$ cat config.mk
export PLATFORM = sky130hd
export DESIGN_NAME = pdh_core
export DESIGN_NICKNAME = d
export VERILOG_FILES = /design/src/pdh_pkg.sv /design/src/cmd_capture.sv /design/src/io_regs.sv /design/src/iq_rotator.sv /design/src/readback_mux.sv /design/src/pdh_core.sv
export VERILOG_INCLUDE_DIRS = /design/src /design/src/src
export SDC_FILE = /design/constraint.sdc
export NUM_CORES = 2
export LEC_CHECK = 0
export BUFFER_PORTS_ARGS = -buffer_cell sky130_fd_sc_hd__buf_2
export CORE_MARGIN = 5
export CORE_UTILIZATION = 45
export CTS_BUF_LIST = sky130_fd_sc_hd__clkbuf_4 sky130_fd_sc_hd__clkbuf_8
export CTS_CLUSTER_DIAMETER = 200
export DETAILED_ROUTE_END_ITERATION = 8
export GPL_ROUTABILITY_DRIVEN = 0
export GPL_TIMING_DRIVEN = 0
export PLACE_DENSITY = 0.72
export SYNTH_ARGS = -nofsm -noshare
export SYNTH_HDL_FRONTEND = slang
export SYNTH_SLANG_ARGS = --single-unit
$ cat constraint.sdc
create_clock -name clk -period 15.46 [get_ports clk]
set_clock_uncertainty 0.2 [all_clocks]
set_input_delay 0 -clock clk [delete_from_list [all_inputs] [get_ports clk]]
set_output_delay 0 -clock clk [all_outputs]
set_load 0.1 [all_outputs]
$ cat src/pdh_params.svh
`ifndef PDH_PARAMS_SVH
`define PDH_PARAMS_SVH

////////////////////////////////
// GPIO word layout
////////////////////////////////

`define PDH_GPIO_W       32
`define PDH_CMD_W        4
`define PDH_DATA_W       26
`define PDH_STROBE_BIT   30     // Rising edge of the command strobe latches

////////////////////////////////
// Converter widths
////////////////////////////////

`define PDH_ADC_W        14
`define PDH_DAC_W        14
`define PDH_ADC_OFFSET   8192   // Offset-binary midscale

// Power-up register values
`define PDH_DAC_RESET    14'h2000
`define PDH_COS_RESET    16'sh7FFF

`endif

$ cat src/pdh_pkg.sv
`default_nettype none

`include "pdh_params.svh"

package pdh_pkg;

    // Command codes carried in GPIO bits 29..26
    typedef enum logic [`PDH_CMD_W-1:0] {
        CMD_IDLE              = 4'd0,
        CMD_SET_LED           = 4'd1,
        CMD_SET_DAC           = 4'd2,
        CMD_GET_ADC           = 4'd3,
        CMD_CHECK_SIGNED      = 4'd4,
        CMD_SET_ROT_COEFFS    = 4'd5,
        CMD_COMMIT_ROT_COEFFS = 4'd6
    } cmd_t;

    // Latched command in the bit order of GPIO bits 29..0
    typedef struct packed {
        cmd_t                  cmd;
        logic [`PDH_DATA_W-1:0] data;
    } cmd_word_t;

    typedef logic signed [15:0] sample_t;

    typedef struct packed {
        sample_t a;
        sample_t b;
    } adc_pair_t;

    typedef struct packed {
        sample_t cos_theta;
        sample_t sin_theta;
    } rot_coeffs_t;

    typedef struct packed {
        sample_t i;
        sample_t q;
    } iq_t;

    // Register state visible to readback
    typedef struct packed {
        logic [7:0]            led;
        logic [`PDH_DAC_W-1:0] dac1;
        logic [`PDH_DAC_W-1:0] dac2;
        rot_coeffs_t           staged;
        rot_coeffs_t           active;   // Pair used by the rotator
    } reg_view_t;

endpackage

`default_nettype wire

$ cat src/cmd_capture.sv
`timescale 1ns/1ps
`default_nettype none

`include "pdh_params.svh"

module cmd_capture (
    input  logic                   clk,
    input  logic                   rst_i,
    input  logic [`PDH_GPIO_W-1:0] gpio_i,
    output pdh_pkg::cmd_word_t     cmd_o
);

    import pdh_pkg::*;

    //////////////////////////////
    // GPIO synchronizer
    //////////////////////////////

    logic [`PDH_GPIO_W-1:0] sync1_r, sync2_r, sync3_r;
    logic                   strobe_prev_r;
    logic                   strobe_edge_w;
    cmd_word_t              cmd_r;

    always_ff @(posedge clk or posedge rst_i) begin
        if (rst_i) begin
            sync1_r <= '0;
            sync2_r <= '0;
            sync3_r <= '0;
        end else begin
            sync1_r <= gpio_i;
            sync2_r <= sync1_r;
            sync3_r <= sync2_r;
        end
    end

    // Strobe rise on the third flop
    assign strobe_edge_w = sync3_r[`PDH_STROBE_BIT] & ~strobe_prev_r;

    always_ff @(posedge clk or posedge rst_i) begin
        if (rst_i) begin
            strobe_prev_r <= 1'b0;
            cmd_r         <= '0;          // IDLE
        end else begin
            strobe_prev_r <= sync3_r[`PDH_STROBE_BIT];
            if (strobe_edge_w) begin
                cmd_r <= cmd_word_t'(sync3_r[$bits(cmd_word_t)-1:0]);
            end
        end
    end

    assign cmd_o = cmd_r;

endmodule

`default_nettype wire

$ cat src/io_regs.sv
`timescale 1ns/1ps
`default_nettype none

`include "pdh_params.svh"

module io_regs (
    input  logic                   clk,
    input  logic                   rst_i,
    input  pdh_pkg::cmd_word_t     cmd_i,
    output pdh_pkg::reg_view_t     view_o,
    output pdh_pkg::rot_coeffs_t   coeffs_o,
    output logic [7:0]             led_o,
    output logic [`PDH_DAC_W-1:0]  dac_dat_o,
    output logic                   dac_sel_o
);

    import pdh_pkg::*;

    reg_view_t view_r, view_w;
    logic      dac_sel_r;

    //////////////////////////////
    // Command decode
    //////////////////////////////

    always_comb begin
        view_w = view_r;   // Hold unless written
        case (cmd_i.cmd)
            CMD_SET_LED: begin
                view_w.led = cmd_i.data[7:0];
            end

            CMD_SET_DAC: begin
                if (cmd_i.data[14]) begin
                    view_w.dac2 = cmd_i.data[`PDH_DAC_W-1:0];
                end else begin
                    view_w.dac1 = cmd_i.data[`PDH_DAC_W-1:0];
                end
            end

            CMD_SET_ROT_COEFFS: begin
                // Bit 16 picks sin over cos
                if (cmd_i.data[16]) begin
                    view_w.staged.sin_theta = sample_t'(cmd_i.data[15:0]);
                end else begin
                    view_w.staged.cos_theta = sample_t'(cmd_i.data[15:0]);
                end
            end

            CMD_COMMIT_ROT_COEFFS: begin
                view_w.active = view_r.staged;
            end

            default: begin
                // IDLE and readback commands write nothing
            end
        endcase
    end

    always_ff @(posedge clk or posedge rst_i) begin
        if (rst_i) begin
            view_r.led              <= 8'd0;
            view_r.dac1             <= `PDH_DAC_RESET;
            view_r.dac2             <= `PDH_DAC_RESET;
            view_r.staged.cos_theta <= `PDH_COS_RESET;
            view_r.staged.sin_theta <= '0;
            view_r.active.cos_theta <= `PDH_COS_RESET;
            view_r.active.sin_theta <= '0;
        end else begin
            view_r <= view_w;
        end
    end

    //////////////////////////////
    // DAC interleave
    //////////////////////////////

    always_ff @(posedge clk or posedge rst_i) begin
        if (rst_i) begin
            dac_sel_r <= 1'b0;
        end else begin
            dac_sel_r <= ~dac_sel_r;
        end
    end

    assign dac_dat_o = dac_sel_r ? view_r.dac2 : view_r.dac1;
    assign dac_sel_o = dac_sel_r;

    assign view_o   = view_r;
    assign coeffs_o = view_r.active;
    assign led_o    = view_r.led;

endmodule

`default_nettype wire

$ cat src/iq_rotator.sv
`timescale 1ns/1ps
`default_nettype none

`include "pdh_params.svh"

module iq_rotator (
    input  logic                  clk,
    input  logic                  rst_i,
    input  logic [`PDH_ADC_W-1:0] adc_a_i,
    input  logic [`PDH_ADC_W-1:0] adc_b_i,
    input  pdh_pkg::rot_coeffs_t  coeffs_i,
    output pdh_pkg::adc_pair_t    adc_o,
    output pdh_pkg::iq_t          iq_o
);

    import pdh_pkg::*;

    // Offset-binary to signed by inversion around midscale
    function automatic sample_t to_signed(logic [`PDH_ADC_W-1:0] raw);
        return sample_t'(16'(`PDH_ADC_OFFSET) - 16'(raw));
    endfunction

    // Clamp to 32 bits, then scale by 2^-15
    function automatic sample_t sat_scale(logic signed [32:0] full);
        logic signed [31:0] sat;
        logic signed [31:0] shifted;
        if (full[32] != full[31]) begin
            sat = full[32] ? 32'sh8000_0000 : 32'sh7FFF_FFFF;
        end else begin
            sat = full[31:0];
        end
        shifted = sat >>> 15;
        return shifted[15:0];
    endfunction

    adc_pair_t         adc_w, adc_r;
    iq_t               iq_r;
    logic signed [32:0] i_full_w, q_full_w;

    assign adc_w.a = to_signed(adc_a_i);
    assign adc_w.b = to_signed(adc_b_i);

    always_comb begin
        i_full_w = $signed(coeffs_i.cos_theta) * $signed(adc_r.a)
                 - $signed(coeffs_i.sin_theta) * $signed(adc_r.b);
        q_full_w = $signed(coeffs_i.sin_theta) * $signed(adc_r.a)
                 + $signed(coeffs_i.cos_theta) * $signed(adc_r.b);
    end

    always_ff @(posedge clk or posedge rst_i) begin
        if (rst_i) begin
            adc_r <= '0;
            iq_r  <= '0;
        end else begin
            adc_r  <= adc_w;                 // Cycle 1
            iq_r.i <= sat_scale(i_full_w);   // Cycle 2
            iq_r.q <= sat_scale(q_full_w);
        end
    end

    assign adc_o = adc_w;
    assign iq_o  = iq_r;

endmodule

`default_nettype wire

$ cat src/readback_mux.sv
`timescale 1ns/1ps
`default_nettype none

`include "pdh_params.svh"

module readback_mux (
    input  logic                      clk,
    input  logic                      rst_i,
    input  pdh_pkg::cmd_word_t        cmd_i,
    input  pdh_pkg::reg_view_t        view_i,
    input  logic [2*`PDH_ADC_W-1:0]   adc_raw_i,
    input  pdh_pkg::adc_pair_t        adc_i,
    input  pdh_pkg::iq_t              iq_i,
    output logic [`PDH_GPIO_W-1:0]    gpio_o
);

    import pdh_pkg::*;

    logic [`PDH_GPIO_W-1:0] cb_w, cb_r;
    logic [4:0]             sel_w;
    sample_t                signed_w;

    assign sel_w = cmd_i.data[4:0];

    //////////////////////////////
    // CHECK_SIGNED selector
    //////////////////////////////

    always_comb begin
        case (sel_w)
            5'd0:    signed_w = adc_i.a;
            5'd1:    signed_w = adc_i.b;
            5'd2:    signed_w = view_i.staged.cos_theta;
            5'd3:    signed_w = view_i.staged.sin_theta;
            5'd4:    signed_w = view_i.active.cos_theta;
            5'd5:    signed_w = view_i.active.sin_theta;
            5'd6:    signed_w = iq_i.i;
            5'd7:    signed_w = iq_i.q;
            default: signed_w = '0;
        endcase
    end

    // Command code always leads the word
    always_comb begin
        case (cmd_i.cmd)
            CMD_SET_LED: begin
                cb_w = {cmd_i.cmd, 20'd0, view_i.led};
            end
            CMD_SET_DAC: begin
                cb_w = {cmd_i.cmd, view_i.dac1, view_i.dac2};
            end
            CMD_GET_ADC: begin
                cb_w = {cmd_i.cmd, adc_raw_i};   // b high, a low
            end
            CMD_CHECK_SIGNED: begin
                cb_w = {cmd_i.cmd, 7'd0, sel_w, signed_w};
            end
            CMD_SET_ROT_COEFFS: begin
                cb_w = {cmd_i.cmd, view_i.staged.sin_theta[15:2],
                        view_i.staged.cos_theta[15:2]};
            end
            CMD_COMMIT_ROT_COEFFS: begin
                cb_w = {cmd_i.cmd, iq_i.q[15:2], iq_i.i[15:2]};
            end
            default: begin
                cb_w = '0;   // IDLE and unknown codes
            end
        endcase
    end

    always_ff @(posedge clk or posedge rst_i) begin
        if (rst_i) begin
            cb_r <= '0;
        end else begin
            cb_r <= cb_w;
        end
    end

    assign gpio_o = cb_r;

endmodule

`default_nettype wire

$ cat src/pdh_core.sv
`timescale 1ns/1ps
`default_nettype none

`include "pdh_params.svh"

module pdh_core (
    input  logic                   clk,
    input  logic                   rst_i,
    input  logic [`PDH_ADC_W-1:0]  adc_dat_a_i,
    input  logic [`PDH_ADC_W-1:0]  adc_dat_b_i,
    input  logic [`PDH_GPIO_W-1:0] gpio_i,
    output logic [`PDH_GPIO_W-1:0] gpio_o,
    output logic [7:0]             led_o,
    output logic [`PDH_DAC_W-1:0]  dac_dat_o,
    output logic                   dac_sel_o
);

    import pdh_pkg::*;

    cmd_word_t   cmd_w;
    reg_view_t   view_w;
    rot_coeffs_t coeffs_w;
    adc_pair_t   adc_w;
    iq_t         iq_w;

    cmd_capture u_cmd_capture (
        .clk   (clk),
        .rst_i (rst_i),
        .gpio_i(gpio_i),
        .cmd_o (cmd_w)
    );

    io_regs u_io_regs (
        .clk      (clk),
        .rst_i    (rst_i),
        .cmd_i    (cmd_w),
        .view_o   (view_w),
        .coeffs_o (coeffs_w),
        .led_o    (led_o),
        .dac_dat_o(dac_dat_o),
        .dac_sel_o(dac_sel_o)
    );

    iq_rotator u_iq_rotator (
        .clk     (clk),
        .rst_i   (rst_i),
        .adc_a_i (adc_dat_a_i),
        .adc_b_i (adc_dat_b_i),
        .coeffs_i(coeffs_w),
        .adc_o   (adc_w),
        .iq_o    (iq_w)
    );

    // Raw pair packed b over a for GET_ADC
    readback_mux u_readback_mux (
        .clk      (clk),
        .rst_i    (rst_i),
        .cmd_i    (cmd_w),
        .view_i   (view_w),
        .adc_raw_i({adc_dat_b_i, adc_dat_a_i}),
        .adc_i    (adc_w),
        .iq_i     (iq_w),
        .gpio_o   (gpio_o)
    );

endmodule

`default_nettype wire

# After elaboration in Yosys (flattened, before gate mapping)
# Cells that the tools add are included.
[totals]
register_bits = 310
word_cells = 59
[classes]
add_sub_neg = 4
multipliers = 4
n_eq_ne = 15
mux = 7
n_bitwise = 5
n_reduce_logical = 5
[op_table]
columns = ["op", "n"]
rows = [
  ["$pmux W32 S6", 1],
  ["$pmux W16 S8", 1],
  ["$mul A16 B15 Y31", 4],
  ["$mux W31", 4],
  ["$add A31 B31 Y32", 1],
  ["$sub A31 B31 Y32", 1],
  ["$sub A14 B14 Y15 const A", 2],
  ["$eq A5 B3 Y1 const B", 4],
  ["$mux W14", 1],
  ["$eq A4 B3 Y1 const B", 3],
  ["$eq A5 B2 Y1 const B", 2],
  ["$eq A4 B2 Y1 const B", 2],
  ["$reduce_and A2 Y1", 4],
  ["$eq A5 B1 Y1 const B", 1],
  ["$logic_not A5 Y1", 1],
  ["$eq A4 B1 Y1 const B", 1],
  ["$not A1 Y1", 4],
  ["$ne A1 B1 Y1", 2],
  ["$and A1 B1 Y1", 1],
]

# Depth between registers and ports, before layout
[logic_depth]
ltp_word = 4
ltp_mapped = 28
mapped_depth_nobuf = 26

# Hierarchy
# Synthesis repeated with hierarchy kept, for this count alone.
[unflattened]
cells_unflattened = 4704
hier_area_um2 = 48552.8
[modules_own_cells]
columns = ["module", "n_inst", "cells_per_inst", "area_per_inst_um2", "seq_area_each_um2"]
rows = [
  ["iq_rotator", 1, 3969, 37803.8, 1551.5],
  ["io_regs", 1, 276, 4296.6, 2567.5],
  ["cmd_capture", 1, 159, 3616.0, 3103.0],
  ["readback_mux", 1, 300, 2836.5, 800.8],
]

# Worst setup path before layout
# OpenSTA, ideal clock, no wires.
[synth_timing]
path_type = "register -> register"
from = "reg u_io_regs.view_r, in the netlist u_io_regs.coeffs_o[15]"
to = "reg u_iq_rotator.iq_r, in the netlist u_iq_rotator.iq_o[24]"
setup_ps = 128
t_arrival_ps = 6979
path_slack_ps = 8153
stages_incl_launch_ff = 27
path_buffers = 2
period_less_slack_ps = 7307
cell_sequence = "dfrtp_1 > clkbuf_1 > clkbuf_1 > nand2_1 > inv_1 > fa_1 > inv_1 > fa_1 > inv_1 > fa_1 > inv_1 > fa_1 > fa_1 > fa_1 > fa_1 > inv_1 > fa_1 > inv_1 > ha_1 > o21ai_0 > o21bai_1 > a21oi_1 > nor2b_1 > o31a_1 > a31oi_1 > o21bai_1 > xor2_1"
[synth_rtl]
columns = ["item", "line_no", "rtl"]
rows = [
  ["start: declaration", "io_regs.sv:19", "reg_view_t view_r, view_w;"],
  ["start signal: assignment", "io_regs.sv:70", "view_r <= view_w;"],
  ["$mul A16 B15 Y31", "iq_rotator.sv:45", "- $signed(coeffs_i.sin_theta) * $signed(adc_r.b);"],
  ["$sub A31 B31 Y32", "iq_rotator.sv:45", ""],
  ["via u_iq_rotator.i_full_w[23]", "iq_rotator.sv:38", "logic signed [32:0] i_full_w, q_full_w;"],
  ["$mux W31", "iq_rotator.sv:27", "if (full[32] != full[31]) begin"],
  ["end: declaration", "iq_rotator.sv:37", "iq_t iq_r;"],
]
# The timed path passes the listed nets, and every way through them passes these cells.
# A chain may end at the register's enable or synchronous reset.

# Worst setup path in the final report
[layout_timing]
from = "reg u_io_regs.view_r, in the netlist u_io_regs.coeffs_o[15]"
to = "reg u_iq_rotator.iq_r, in the netlist u_iq_rotator.iq_o[31]"
# The elaborated chain is that of the path after synthesis.

==> qor.yml <==
status:
  status: "complete, but fails checks"
  violations: "DRC"
min_path:
  hold_path.class: "input pin to flip-flop"
clock_tree:
  cts_tree: "built"
  h-tree-depth: 2
  clk_path_buf_depth: 3
  cts_setup_buffers: 0
  numCtsBuffers: 37
  clkLatencyLatePin_ps: 570
  clkTransAtPathRegs_ps: 60
  cts-root-buf: "clkbuf_8"
  clkSinkCount: 283
logic_synthesis:
  async_flop_share: 1.00
  netlist_area_um2: 46500
  synth_top_area_cell: "fa_1"
  ys.flop_type: "dfrtp_1"
  ys_seq_area_frac: 0.153
  yosys_warnings: 0
  synth_area_leaders: "fa_1 45%, dfrtp_1 14%, inv_1 9.4%, ha_1 7.1%, and2_1 5.7%"
  avgSynthCellArea_um2: 10.1
  synthDominantCellAreaShare: 0.455
  ys_types: 64
  ys_seq_elements: 283
  synth-edff-count: 0
  synthesis.instances: 4601
  synth_fp_nets: 5982
grt:
  grt_max_degree: 139
  overflow: 0
  grt_pass1_wl_um: 219000
  grtUsageTotal: 0.264
  grt_pass1_vias: 36200
  antenna_found_initial: 7
worst_setup_path:
  rrSetupSlack_ps: 5200
  crit_fanout: 10
  worstPathRequired_ps: 15610
  worstSetupPathType: "flip-flop to flip-flop"
  slowest_delay_ps: 720
  endpoint_kind: "flip-flop"
  arrival_ps: 10400
  cpMostUsedCell: "fa_1"
  slowest_stage: "clkbuf_1"
  crit_path_start_kind: "flip-flop"
floorplanning:
  ioPinCount: 117
  die_w_um: 331
  fp.coreArea_um2: 103000
  die_height_um: 331
  dieArea_um2: 110000
  rows: 118
  start_util: 0.451
timing:
  worst_pin_slew_ps: 1450
  tns_ps: 0
  relSlewSlack: 0.0280
  period_needed_ps: 10260
  max_freq_mhz: 97.5
  fin_crit_sh: 0.664
  finalMaxSlewViolations: 0
  setup_viol: 0
  finalHoldViolations: 0
  rsz0062_at_grt: "no"
route:
  first_pass_iters: 9
  drt_wl_total_um: 144000
  routed_via_density: 5.44
  drtIter0Drc: 3938
  postRouteAntennaNets: 0
  wl_per_cell_um: 23.0
  drc: 3
  dr_total_vias: 34100
job:
  maxCapViolations: 0
placement:
  port_buffers: 106
  hpwl_um: 115000
layout:
  drive_gt1_frac: 0.0735
  area_growth_pct: 8.81
  layout.nets: 6225
==> state kept, by name, indices dropped and copies added (netlist names) <==
name / cells
u_io_regs.view_o: 60
u_io_regs.coeffs_o: 32
u_iq_rotator.iq_o: 32
u_readback_mux.gpio_o: 32
u_iq_rotator.adc_r: 30
u_cmd_capture.sync1_r: 22
u_cmd_capture.sync2_r: 22
u_cmd_capture.sync3_r: 22
u_cmd_capture.cmd_o: 21
u_io_regs.led_o: 8
u_cmd_capture.strobe_prev_r: 1
u_io_regs.dac_sel_o: 1
==> Yosys cell counts, types with 3 or more instances <==
cell	count
inv_1	1163
fa_1	1056
nand2_1	526
and2_1	421
ha_1	263
dfrtp_1	251
clkbuf_1	216
mux2_2	134
nor2_1	84
xnor2_1	70
a22oi_1	62
dfstp_2	32
nand2b_1	32
o21ai_0	29
a21oi_1	26
xor2_1	24
nand3_1	23
a222oi_1	20
nor3_1	18
o211ai_1	11
a21o_1	10
mux2i_1	10
a221oi_1	9
buf_4	8
nor2b_1	8
nor4_1	8
o21a_1	7
and3_1	6
nand4_1	6
a221o_1	5
a211oi_1	4
a31oi_1	4
buf_1	4
and4_1	3
nor3b_1	3
o21bai_1	3
o31a_1	3
o41ai_1	3
or3_1	3
==> layout make-up <==
cell class | instances | area, um^2
fill | 9324 | 52400
multi-input combinational | 2925 | 34100
sequential | 283 | 7120
inverter | 1163 | 4370
tap | 1380 | 1730
timing repair buffer | 204 | 1550
buffer | 230 | 896
clock buffer | 60 | 726
clock inverter | 5 | 60.1
antenna | 12 | 30.0
==> metal layers <==
layer  vias up  global-route usage  part of all wire
met5         -                   0           0.00019
met4         4               0.156             0.082
met3       544              0.0978              0.13
met2      2209               0.394              0.43
met1     17400               0.330              0.35
li1      13900                   -                 -
==> cells in the final DEF, fill, tap and decap left out, types with 9 or more instances in the layout <==
cell,Yosys,routed
dfstp_2,32,32
diode_2,0,12
dfrtp_1,251,251
clkbuf_8,0,44
a222oi_1,20,20
nor3_1,18,18
clkbuf_4,0,16
a22oi_1,62,62
buf_2,2,108
clkbuf_1,216,216
a21oi_1,26,26
o211ai_1,11,11
inv_1,1163,1162
mux2i_1,10,10
and2_1,421,421
o21ai_0,29,29
mux2_2,134,134
xor2_1,24,24
a221oi_1,9,9
ha_1,263,263
nand2_1,526,526
a21o_1,10,10
fa_1,1056,1056
nand3_1,23,23
nand2b_1,32,32
xnor2_1,70,70
dlygate4sd3_1,0,96
nor2_1,84,84
==> critical path, delay by kind of cell (launching register included) <==
family	cells	cell delay, ps
flops	1	500
simple gates	2	610
buf+inv	8	2250
fa+ha+maj	9	4110
xor+xnor	1	350
compound gates	6	2020
==> cell families (layout without fill, tap and decap cells) <==
kind of cell	Yosys count	in the layout	share of synthesized area
AO/OA/AOI/OAI	218	218	0.0350
XOR/XNOR	94	94	0.0177
adder cells (fa/ha/maj)	1319	1319	0.525
buffers and inverters	1393	1662	0.113
flip-flops	283	283	0.153
multiplexers	144	144	0.0346
other	1	13	0.0000806
AND/OR/NAND/NOR	1149	1149	0.121
==> worst paths after layout <==
| kind | startpoint | endpoint | cells after the start |
|---|---|---|---|
| min in group asynchronous | rst_i | u_cmd_capture.cmd_o[9] | 4 |
| setup / recovery | u_io_regs.coeffs_o[15] | u_iq_rotator.iq_o[31] | 26 |
| hold / removal | adc_dat_a_i[0] | u_iq_rotator.adc_r[16] | 2 |
| setup reg to reg | u_io_regs.coeffs_o[15] | u_iq_rotator.iq_o[31] | 26 |
| hold reg to reg | u_cmd_capture.sync2_r[11] | u_cmd_capture.sync3_r[11] | 0 |
| max in group asynchronous | rst_i | u_readback_mux.gpio_o[4] | 6 |
==> per-stage QoR <==
step | instance area [um^2] | util | setup slack [ps] | cells | hold slack, ps
5_1_grt | 50600 | 0.491 | 4920 | 6252 | 25.1
3_3_place_gp | 48800 | 0.473 | 4930 | 6087 | -90.5
6_report | 50600 | 0.491 | 5200 | 6262 | 33.9
4_1_cts | 50600 | 0.491 | 5230 | 6250 | 12.0
2_1_floorplan | 46500 | - | 7510 | 4601 | -169
3_5_place_dp | 48800 | 0.474 | 5270 | 6089 | -98.7
==> what timing repair did <==
| item | 4_1_cts | 5_1_grt |
|---|---|---|
| endpoints found under the hold margin | 217 | 0 |
| hold buffers | 96 | 0 |
| gates resized for setup | 0 | 0 |
Power is left out: the tool's default activity adds up to more than one toggle a clock period on the data nets, which glitch-free logic cannot reach.
